[src/hdl/color_pkg.sv]
package color_pkg;

   localparam int DATA_W        = 32;
   localparam int ADDR_W        = 16;
   localparam int VERTEX_WORDS  = 4;
   localparam int NO_COLOR_FREE = 32;

   typedef enum logic [1:0] {
      ENQ            = 2'd0,
      SEND_DEGREE    = 2'd1,
      RECEIVE_DEGREE = 2'd2,
      RECEIVE_COLOR  = 2'd3
   } task_type_t;

   // enqueue view of the argument word
   typedef struct packed {
      logic [47:0] pad;
      logic [31:0] start;
   } enq_args_t;

   // per-vertex view with the chunk start in the low half-word
   typedef struct packed {
      logic [15:0] color;
      logic [31:0] sender;
      logic [15:0] degree;
      logic [15:0] chunk_start;
   } vertex_args_t;

   typedef union packed {
      enq_args_t    enq;
      vertex_args_t vtx;
   } task_args_u;

   typedef struct packed {
      task_type_t ttype;
      logic [31:0] locale;   // target vertex
      task_args_u  args;
   } task_t;

   // word 0 is the most significant field
   typedef struct packed {
      logic [31:0] eo_begin;
      logic [15:0] degrees_pending;
      logic [15:0] colors_pending;
      logic [31:0] scratch;   // neighbor color bitmap
      logic [15:0] degree;
      logic [15:0] color;
   } vertex_rec_t;

   typedef struct packed {
      task_t       tsk;
      logic [31:0] eo_begin;
      logic [15:0] degree;
   } fwd_task_t;

endpackage

[src/hdl/mem_bus_if.sv]
`timescale 1ns/10ps

interface mem_bus_if;
   import color_pkg::*;

   logic              req;
   logic              we;
   logic [ADDR_W-1:0] addr;
   logic [DATA_W-1:0] wdata;
   logic              gnt;      // access completes this cycle
   logic              rvalid;   // pulses once per read
   logic [DATA_W-1:0] rdata;

   modport requester (
      output req, we, addr, wdata,
      input  gnt, rvalid, rdata
   );

   modport arbiter (
      input  req, we, addr, wdata,
      output gnt, rvalid, rdata
   );

endinterface

[src/hdl/mem_arbiter.sv]
`timescale 1ns/10ps

module mem_arbiter (
   input  logic                         clk,
   input  logic                         rstn,
   mem_bus_if.arbiter                   peer_a,
   mem_bus_if.arbiter                   peer_b,
   output logic                         mem_req,
   output logic                         mem_we,
   output logic [color_pkg::ADDR_W-1:0] mem_addr,
   output logic [color_pkg::DATA_W-1:0] mem_wdata,
   input  logic                         mem_ready,
   input  logic                         mem_rvalid,
   input  logic [color_pkg::DATA_W-1:0] mem_rdata
);

   logic rd_pending;
   logic owner_b;   // issuer of the pending read
   logic prio_b;
   logic sel_b;
   logic accept;

   // b wins when alone or when it holds priority
   assign sel_b = peer_b.req && (!peer_a.req || prio_b);

   assign mem_req   = !rd_pending && (peer_a.req || peer_b.req);
   assign mem_we    = sel_b ? peer_b.we : peer_a.we;
   assign mem_addr  = sel_b ? peer_b.addr : peer_a.addr;
   assign mem_wdata = sel_b ? peer_b.wdata : peer_a.wdata;
   assign accept    = mem_req && mem_ready;

   assign peer_a.gnt = accept && !sel_b;
   assign peer_b.gnt = accept && sel_b;

   assign peer_a.rvalid = mem_rvalid && !owner_b;
   assign peer_b.rvalid = mem_rvalid && owner_b;
   assign peer_a.rdata  = mem_rdata;
   assign peer_b.rdata  = mem_rdata;

   always_ff @(posedge clk) begin
      if (!rstn) begin
         rd_pending <= 1'b0;
         owner_b    <= 1'b0;
         prio_b     <= 1'b0;
      end else begin
         if (accept) begin
            prio_b <= !sel_b;   // other peer goes first next time
            if (!mem_we) begin
               rd_pending <= 1'b1;
               owner_b    <= sel_b;
            end
         end else if (mem_rvalid) begin
            rd_pending <= 1'b0;
         end
      end
   end

   a_one_grant : assert property (@(posedge clk) disable iff (!rstn)
      !(peer_a.gnt && peer_b.gnt));

   a_rvalid_pending : assert property (@(posedge clk) disable iff (!rstn)
      mem_rvalid |-> rd_pending);

endmodule

[src/hdl/vertex_update.sv]
`timescale 1ns/10ps

module vertex_update (
   input  logic                         clk,
   input  logic                         rstn,
   input  logic                         task_in_valid,
   input  color_pkg::task_t             task_in,
   output logic                         task_in_ready,
   input  logic [color_pkg::ADDR_W-1:0] base_data,
   mem_bus_if.requester                 mem,
   output logic                         fwd_valid,
   output color_pkg::fwd_task_t         fwd_task,
   input  logic                         fwd_ready
);
   import color_pkg::*;

   typedef enum logic [2:0] {
      ST_IDLE, ST_RD_REQ, ST_RD_WAIT, ST_EVAL, ST_WR, ST_FWD
   } state_t;

   state_t state;
   task_t cur_task;
   logic [1:0] word_idx;   // four record words
   logic [VERTEX_WORDS-1:0][DATA_W-1:0] rd_words;
   logic [VERTEX_WORDS-1:0][DATA_W-1:0] upd_words;
   vertex_rec_t rec, upd;
   logic [ADDR_W-1:0] rec_addr;
   logic chunk0, higher, done;
   logic dp_inc, dp_dec, cp_inc, cp_dec;
   logic [15:0] dp_next, cp_next, pick;
   logic [31:0] new_scratch;
   logic do_write, do_fwd;
   task_t fwd_out;

   assign rec       = rd_words;
   assign upd_words = upd;
   assign rec_addr  = base_data + ADDR_W'(cur_task.locale * VERTEX_WORDS) + ADDR_W'(word_idx);

   assign chunk0 = (cur_task.args.vtx.chunk_start == 16'd0);
   assign higher = (cur_task.args.vtx.degree > rec.degree) ||
                   ((cur_task.args.vtx.degree == rec.degree) &&
                    (cur_task.args.vtx.sender < cur_task.locale));

   assign dp_inc = chunk0 && (cur_task.ttype == SEND_DEGREE);
   assign dp_dec = chunk0 && (cur_task.ttype == RECEIVE_DEGREE);
   assign cp_inc = dp_dec && higher;
   assign cp_dec = chunk0 && (cur_task.ttype == RECEIVE_COLOR) && higher;

   assign dp_next = dp_inc ? rec.degrees_pending + rec.degree :
                    dp_dec ? rec.degrees_pending - 16'd1 : rec.degrees_pending;
   assign cp_next = cp_inc ? rec.colors_pending + 16'd1 :
                    cp_dec ? rec.colors_pending - 16'd1 : rec.colors_pending;
   assign new_scratch = cp_dec ? (rec.scratch | (32'd1 << cur_task.args.vtx.color[4:0])) :
                        rec.scratch;
   assign done = (dp_next == 16'd0) && (cp_next == 16'd0);

   // lowest clear bitmap bit
   always_comb begin
      pick = 16'(NO_COLOR_FREE);
      for (int i = 31; i >= 0; i--) begin
         if (!new_scratch[i]) pick = 16'(i);
      end
   end

   always_comb begin
      upd = rec;
      upd.degrees_pending = dp_next;
      upd.colors_pending  = cp_next;
      upd.scratch         = new_scratch;
      do_write = dp_inc || dp_dec || cp_dec;
      do_fwd   = 1'b0;
      fwd_out  = cur_task;
      case (cur_task.ttype)
         ENQ: do_fwd = 1'b1;
         SEND_DEGREE: begin
            fwd_out.args.vtx.degree = rec.degree;
            do_fwd = 1'b1;
         end
         default: begin
            // continuations (chunk start != 0) pass through once colored
            do_fwd = done && (cur_task.ttype == RECEIVE_DEGREE || cp_dec || !chunk0);
            if (do_fwd) begin
               upd.color = pick;
               fwd_out.args.vtx.color  = pick;
               fwd_out.args.vtx.degree = rec.degree;
            end
         end
      endcase
   end

   assign task_in_ready = (state == ST_IDLE);
   assign mem.req   = (state == ST_RD_REQ) || (state == ST_WR);
   assign mem.we    = (state == ST_WR);
   assign mem.addr  = rec_addr;
   assign mem.wdata = upd_words[2'd3 - word_idx];

   assign fwd_valid = (state == ST_FWD);
   assign fwd_task  = '{tsk: fwd_out, eo_begin: rec.eo_begin, degree: rec.degree};

   always_ff @(posedge clk) begin
      if (!rstn) begin
         state    <= ST_IDLE;
         word_idx <= 2'd0;
      end else begin
         case (state)
            ST_IDLE: if (task_in_valid) begin
               word_idx <= 2'd0;
               state    <= (task_in.ttype == ENQ) ? ST_FWD : ST_RD_REQ;
            end
            ST_RD_REQ: if (mem.gnt) state <= ST_RD_WAIT;
            ST_RD_WAIT: if (mem.rvalid) begin
               word_idx <= word_idx + 2'd1;   // wraps to 0 after word 3
               state    <= (word_idx == 2'd3) ? ST_EVAL : ST_RD_REQ;
            end
            ST_EVAL: state <= do_write ? ST_WR : (do_fwd ? ST_FWD : ST_IDLE);
            ST_WR: if (mem.gnt) begin
               word_idx <= word_idx + 2'd1;
               if (word_idx == 2'd3) state <= do_fwd ? ST_FWD : ST_IDLE;
            end
            ST_FWD: if (fwd_ready) state <= ST_IDLE;
            default: state <= ST_IDLE;
         endcase
      end
   end

   always_ff @(posedge clk) begin
      if (state == ST_IDLE && task_in_valid) cur_task <= task_in;
      if (state == ST_RD_WAIT && mem.rvalid) rd_words[2'd3 - word_idx] <= mem.rdata;
   end

   a_no_underflow : assert property (@(posedge clk) disable iff (!rstn)
      (state == ST_WR) |->
         !(dp_dec && rec.degrees_pending == 16'd0) && !(cp_dec && rec.colors_pending == 16'd0));

endmodule

[src/hdl/neighbor_expander.sv]
`timescale 1ns/10ps

module neighbor_expander (
   input  logic                         clk,
   input  logic                         rstn,
   input  logic                         fwd_valid,
   input  color_pkg::fwd_task_t         fwd_task,
   output logic                         fwd_ready,
   input  logic [31:0]                  num_v,
   input  logic [color_pkg::ADDR_W-1:0] base_neighbors,
   input  logic [6:0]                   enq_limit,
   mem_bus_if.requester                 mem,
   output logic                         task_out_valid,
   output color_pkg::task_t             task_out,
   input  logic                         task_out_ready
);
   import color_pkg::*;

   typedef enum logic [2:0] {
      ST_IDLE, ST_RD_REQ, ST_RD_WAIT, ST_EMIT, ST_CONT
   } state_t;

   state_t state;
   fwd_task_t cur;
   logic [31:0] idx, end_r, next_r, nbr;
   logic more_r;
   logic in_enq, cur_enq;
   logic [31:0] span_start, span_lim, span_sum, span_end;

   assign in_enq  = (fwd_task.tsk.ttype == ENQ);
   assign cur_enq = (cur.tsk.ttype == ENQ);

   // vertex range for ENQ, neighbor range otherwise
   assign span_start = in_enq ? fwd_task.tsk.args.enq.start :
                                {16'd0, fwd_task.tsk.args.vtx.chunk_start};
   assign span_lim   = in_enq ? num_v : {16'd0, fwd_task.degree};
   assign span_sum   = span_start + {25'd0, enq_limit};
   assign span_end   = (span_sum > span_lim) ? span_lim : span_sum;

   assign fwd_ready = (state == ST_IDLE);
   assign mem.req   = (state == ST_RD_REQ);
   assign mem.we    = 1'b0;
   assign mem.addr  = base_neighbors + ADDR_W'(cur.eo_begin + idx);
   assign mem.wdata = '0;

   assign task_out_valid = (state == ST_EMIT) || (state == ST_CONT);

   always_comb begin
      task_out = cur.tsk;
      if (state == ST_CONT) begin
         if (cur_enq) begin
            task_out.locale = next_r;
            task_out.args = '0;
            task_out.args.enq.start = next_r;
         end else begin
            task_out.args.vtx.chunk_start = next_r[15:0];
         end
      end else if (cur_enq) begin
         task_out.ttype  = SEND_DEGREE;
         task_out.locale = idx;
         task_out.args   = '0;
      end else begin
         task_out.ttype  = (cur.tsk.ttype == SEND_DEGREE) ? RECEIVE_DEGREE : RECEIVE_COLOR;
         task_out.locale = nbr;
         task_out.args   = '0;
         task_out.args.vtx.degree = cur.degree;
         task_out.args.vtx.sender = cur.tsk.locale;
         if (cur.tsk.ttype != SEND_DEGREE) task_out.args.vtx.color = cur.tsk.args.vtx.color;
      end
   end

   always_ff @(posedge clk) begin
      if (!rstn) begin
         state <= ST_IDLE;
      end else begin
         case (state)
            ST_IDLE: if (fwd_valid) begin
               if (span_start >= span_end) state <= ST_IDLE;   // nothing left
               else state <= in_enq ? ST_EMIT : ST_RD_REQ;
            end
            ST_RD_REQ: if (mem.gnt) state <= ST_RD_WAIT;
            ST_RD_WAIT: if (mem.rvalid) state <= ST_EMIT;
            ST_EMIT: if (task_out_ready) begin
               if (idx + 32'd1 == end_r) state <= more_r ? ST_CONT : ST_IDLE;
               else state <= cur_enq ? ST_EMIT : ST_RD_REQ;
            end
            ST_CONT: if (task_out_ready) state <= ST_IDLE;
            default: state <= ST_IDLE;
         endcase
      end
   end

   always_ff @(posedge clk) begin
      if (state == ST_IDLE && fwd_valid) begin
         cur    <= fwd_task;
         idx    <= span_start;
         end_r  <= span_end;
         next_r <= span_sum;
         more_r <= (span_sum < span_lim);
      end
      if (state == ST_RD_WAIT && mem.rvalid) nbr <= mem.rdata;
      if (state == ST_EMIT && task_out_ready) idx <= idx + 32'd1;
   end

   a_out_stable : assert property (@(posedge clk) disable iff (!rstn)
      task_out_valid && !task_out_ready |=> task_out_valid && $stable(task_out));

endmodule

[src/hdl/color_tile.sv]
`timescale 1ns/10ps

module color_tile (
   input  logic                         clk,
   input  logic                         rstn,
   input  logic                         task_in_valid,
   input  color_pkg::task_t             task_in,
   output logic                         task_in_ready,
   output logic                         task_out_valid,
   output color_pkg::task_t             task_out,
   input  logic                         task_out_ready,
   input  logic [31:0]                  num_v,
   input  logic [color_pkg::ADDR_W-1:0] base_data,
   input  logic [color_pkg::ADDR_W-1:0] base_neighbors,
   input  logic [6:0]                   enq_limit,
   output logic                         mem_req,
   output logic                         mem_we,
   output logic [color_pkg::ADDR_W-1:0] mem_addr,
   output logic [color_pkg::DATA_W-1:0] mem_wdata,
   input  logic                         mem_ready,
   input  logic                         mem_rvalid,
   input  logic [color_pkg::DATA_W-1:0] mem_rdata
);
   import color_pkg::*;

   logic      fwd_valid;
   logic      fwd_ready;
   fwd_task_t fwd_task;

   mem_bus_if upd_bus ();
   mem_bus_if exp_bus ();

   mem_arbiter mem_arbiter_inst (
      .clk        (clk),
      .rstn       (rstn),
      .peer_a     (upd_bus.arbiter),
      .peer_b     (exp_bus.arbiter),
      .mem_req    (mem_req),
      .mem_we     (mem_we),
      .mem_addr   (mem_addr),
      .mem_wdata  (mem_wdata),
      .mem_ready  (mem_ready),
      .mem_rvalid (mem_rvalid),
      .mem_rdata  (mem_rdata)
   );

   vertex_update vertex_update_inst (
      .clk           (clk),
      .rstn          (rstn),
      .task_in_valid (task_in_valid),
      .task_in       (task_in),
      .task_in_ready (task_in_ready),
      .base_data     (base_data),
      .mem           (upd_bus.requester),
      .fwd_valid     (fwd_valid),
      .fwd_task      (fwd_task),
      .fwd_ready     (fwd_ready)
   );

   neighbor_expander neighbor_expander_inst (
      .clk            (clk),
      .rstn           (rstn),
      .fwd_valid      (fwd_valid),
      .fwd_task       (fwd_task),
      .fwd_ready      (fwd_ready),
      .num_v          (num_v),
      .base_neighbors (base_neighbors),
      .enq_limit      (enq_limit),
      .mem            (exp_bus.requester),
      .task_out_valid (task_out_valid),
      .task_out       (task_out),
      .task_out_ready (task_out_ready)
   );

endmodule

[config.mk]
export PLATFORM = sky130hd
export DESIGN_NAME = color_tile
export DESIGN_NICKNAME = d
export VERILOG_FILES = /design/src/hdl/color_pkg.sv /design/src/hdl/mem_bus_if.sv /design/src/hdl/mem_arbiter.sv /design/src/hdl/vertex_update.sv /design/src/hdl/neighbor_expander.sv /design/src/hdl/color_tile.sv
export SDC_FILE = /design/constraint.sdc
export NUM_CORES = 1
export LEC_CHECK = 0
export ABC_AREA = 1
export BUFFER_PORTS_ARGS = -buffer_cell sky130_fd_sc_hd__buf_2
export CORE_ASPECT_RATIO = 0.8
export CORE_MARGIN = 2
export CORE_UTILIZATION = 35
export DETAILED_ROUTE_END_ITERATION = 10
export GPL_ROUTABILITY_DRIVEN = 0
export PLACE_DENSITY = 0.56
export SLEW_MARGIN = 20
export SYNTH_ARGS = -nofsm -noshare
export SYNTH_HDL_FRONTEND = slang
export SYNTH_SLANG_ARGS = --single-unit
[constraint.sdc]
create_clock -name clk -period 12.4 [get_ports clk]
set_clock_uncertainty 0.1 [all_clocks]
set_input_delay 1.24 -clock clk [delete_from_list [all_inputs] [get_ports clk]]
set_output_delay 1.24 -clock clk [all_outputs]
set_load 0.05 [all_outputs]
==> metrics.md <==
| Metric | Value |
|---|---|
| DRC Markers | 0 |
| Crit path DAT | slightly above 9000 ps |
| Final hold vios | 0 |
| Most numerous cell in the Yosys netlist | nand2_1 |
| Max Slew Vio Count | 0 |
| Main flop type after synthesis | edfxtp_1 |
| Routed wire length per instance | 22.89 µm |
| Vias in the first global route | 22,209 |
| CTS clk-pin slew, worst paths | ~60 ps |
| Hold Crit Depth | 0 |
| Post-synth EDFFs | 501 |
| Antenna-violating nets left | 0 |
| Flops & latches, synth | 512 |
| Core Box Area | a little over 80,000 µm² |
| CTS sink count | 512 |
| CTS buffer count | 56 |
| Layout cells sized above 1 | 17.33% |
| Cell taking the most area after synthesis | edfxtp_1 |
| Largest net degree at the start of global routing | between 70 and 80 |
| Clk_lat worst skew | 630 ps |
| Syn Area/Cell | 9.635 µm² |
| Antenna violations before repair | 7 |
| Largest family of logic cells by synthesized area | simple AND/OR/NAND/NOR gates |
| Top cells by count, synth | 543 x nand2_1, 501 x edfxtp_1, 360 x inv_1 |
| Overflow after GRT | 0 |
| Total Wirelength | 103,400 µm |
| H-tree levels | 2 |
| Ys Warns | 0 |
| DRT iter0 DRCs | 2,526 |
| Max-Cap Viols | 0 |
| Mux share of post-synthesis cell area | 0% |
| Critical-path top delay cell | nor4_1 |
| Worst R2R Start | vertex_update_inst.fwd_task[50] |
| Post-synth ARST share | 0% |
| Global-route wire length before repair | roughly 150,000 µm |
| Maximum net fanout on the critical path | 36 |
| Area growth from synthesis to layout | 17.44% |
| # rows | 94 |
| Top Ports | 389 |
| Final Util | 41.36% |
| CTS resizes | 0 |
| RSZ-0062 raised after global routing | false |
| Initial Util | 35.21% |
| Synth top area share | 52.12% |
| Post-Synth Simple-Gate Area | 16.50% |
| DRT Pass-1 Iters | 5 |
| Setup TNS | 0 ps |
| Crit Path Category | input pin to flip-flop |
| CTS root buf | clkbuf_16 |
| Critical R2R Capture | neighbor_expander_inst.state[1] |
| Reg2Reg Setup Slack | 3930 ps |
| Slew headroom | 27.25% |
| PwrDens | 177.6 nW/µm² |
| Die width | between 300 and 400 µm |
| Port buffer count | 388 |
| Hold EP | neighbor_expander_inst.cur[142] |
| Top post-synthesis cells by area | edfxtp_1 52%, ha_1 7.4%, nand2_1 7.1% |
| Die extent in y | 260.9 µm |
| Slowest stage delay, CP | 510 ps |
| Hpwl dp | 79,660 µm |
| Total Power | 6.020 mW |
| Crit start category | input pin |
| Register area share after synthesis | approximately 53% |
| Post-CTS Setup Bufs | 0 |
| Via-to-Cell Ratio | between 5 and 6 |
| Synth cell types | 64 |
| Crit path from | enq_limit[0] |
| Post-layout nets | between 3,000 and 4,000 |
| Worst-Margin Slew | 1090 ps |
| Critical path endpoint category | flip-flop |
| Final worst path period need | 8786 ps |
| Worst hold path startpoint | vertex_update_inst.fwd_task[142] |
| Worst R2R Path Depth | 48 |
| Post-synthesis xor/xnor area fraction | 3.368% |
| Final setup fails | 0 |
| Post-Synth Adder-Cell Area | 8.686% |
| Post-Syn Area | approximately 29,000 µm² |
| DR vias | 23,560 |
| Outcome | finished clean |
| Synthesized Nets | 3,408 |
| HP Class | flip-flop to flip-flop |
| Die Footprint | 84,810 µm² |
| Leakage | 13.97 nW |
| Gr usage total | 23.76% |
| Compound-Gate Fraction of Synth Area | 12.27% |
| Top achievable clock speed | 113.8 MHz |
| CTS tree | built |
| Post-Synthesis Cells | 2,996 |
| Final Cycle Share | 70.86% |
| Worst VDD drop | 0.1682 mV |
| Worst EP required | 12,860 ps |
| Max clock buf depth | 3 |
| Hold_buf cts | 0 |
report_power, final:
group	total, mW	internal, mW	switching (mW)
logic	2.08	0.548	1.53
registers	2.24	2.13	0.116
clock network	1.70	0.979	0.721
stage by stage:
stage | std cells | setup WS [ps] | hold WS, ps | area, µm²
floorplan | 2996 | 2676 | 320.7 | 28870
global placement | 4416 | 3438 | 332.0 | 32100
detailed placement | 4416 | 3101 | 333.3 | 32100
CTS | 4515 | 3704 | 347.7 | 33890
global route | 4516 | 2791 | 353.0 | 33900
finish | 4518 | 3614 | 347.4 | 33900
worst max-delay path: cells and delay by family:
kind                       cells  cell delay [ps]
buffers and inverters          6              740
and+or+nand+nor               20             3490
AOI/OAI and AO/OA             19             2510
adders and majority gates      4              950
xor gates and xnor gates       1              290
state kept, by name, summed over array words and instances (netlist names), 2 cells and up:
register,cells
neighbor_expander_inst.cur,130
neighbor_expander_inst.end_r,32
neighbor_expander_inst.idx,32
neighbor_expander_inst.nbr,32
neighbor_expander_inst.next_r,32
neighbor_expander_inst.state,3
vertex_update_inst.cur_task,32
vertex_update_inst.fwd_task,130
vertex_update_inst.rd_words,80
vertex_update_inst.state,3
vertex_update_inst.word_idx,2
kinds of logic after synthesis:
family / count (synthesis)
AO/OA/AOI/OAI: 615
XOR/XNOR: 111
adder cells (fa/ha/maj): 189
buffers and inverters: 480
flip-flops: 512
AND/OR/NAND/NOR: 1089
metal layers:
layer,up-vias,GRT usage [%],wire length [µm]
li1,11212,-,-
met1,11198,32.96,45090
met2,1002,37.67,46330
met3,146,5.214,9392
met4,2,5.980,2584
met5,-,0,7
worst max-delay path by stage:
| stage | endpoint | slack (ps) | cells past startpoint |
|---|---|---|---|
| final | neighbor_expander_inst.state[1] | 3610 | 50 |
| after floorplan | neighbor_expander_inst.cur[0] | 2680 | 4 |
| after global routing | neighbor_expander_inst.state[1] | 2790 | 50 |
| after detailed placement | neighbor_expander_inst.state[1] | 3100 | 50 |
| after CTS | neighbor_expander_inst.state[1] | 3700 | 50 |
| after global placement | neighbor_expander_inst.state[1] | 3440 | 50 |
area by class of cell:
cell class                 instances  area [µm²]
fill                            8118       48070
sequential                       512       15270
clock buffer                      66        1460
multi-input combinational       2004       11860
tap                             1104        1381
antenna                            3       7.507
timing repair buffer             417        2160
clock inverter                    33       337.8
inverter                         379        1426
cells in the final DEF (no fill, tap or decap), types with 18 or more instances in the layout:
cell,instances
xor2_1,73
nand2_1,543
o21ai_0,251
buf_4,29
clkbuf_16,57
a211oi_1,22
nand4_1,29
nor2_1,228
buf_2,388
xnor2_1,38
a21oi_1,184
nor4_1,24
fa_1,19
ha_1,170
o211ai_1,43
clkinv_1,18
inv_1,358
edfxtp_1,501
nand3_1,155
nor3_1,38
Power figures use the tool's default switching activity.
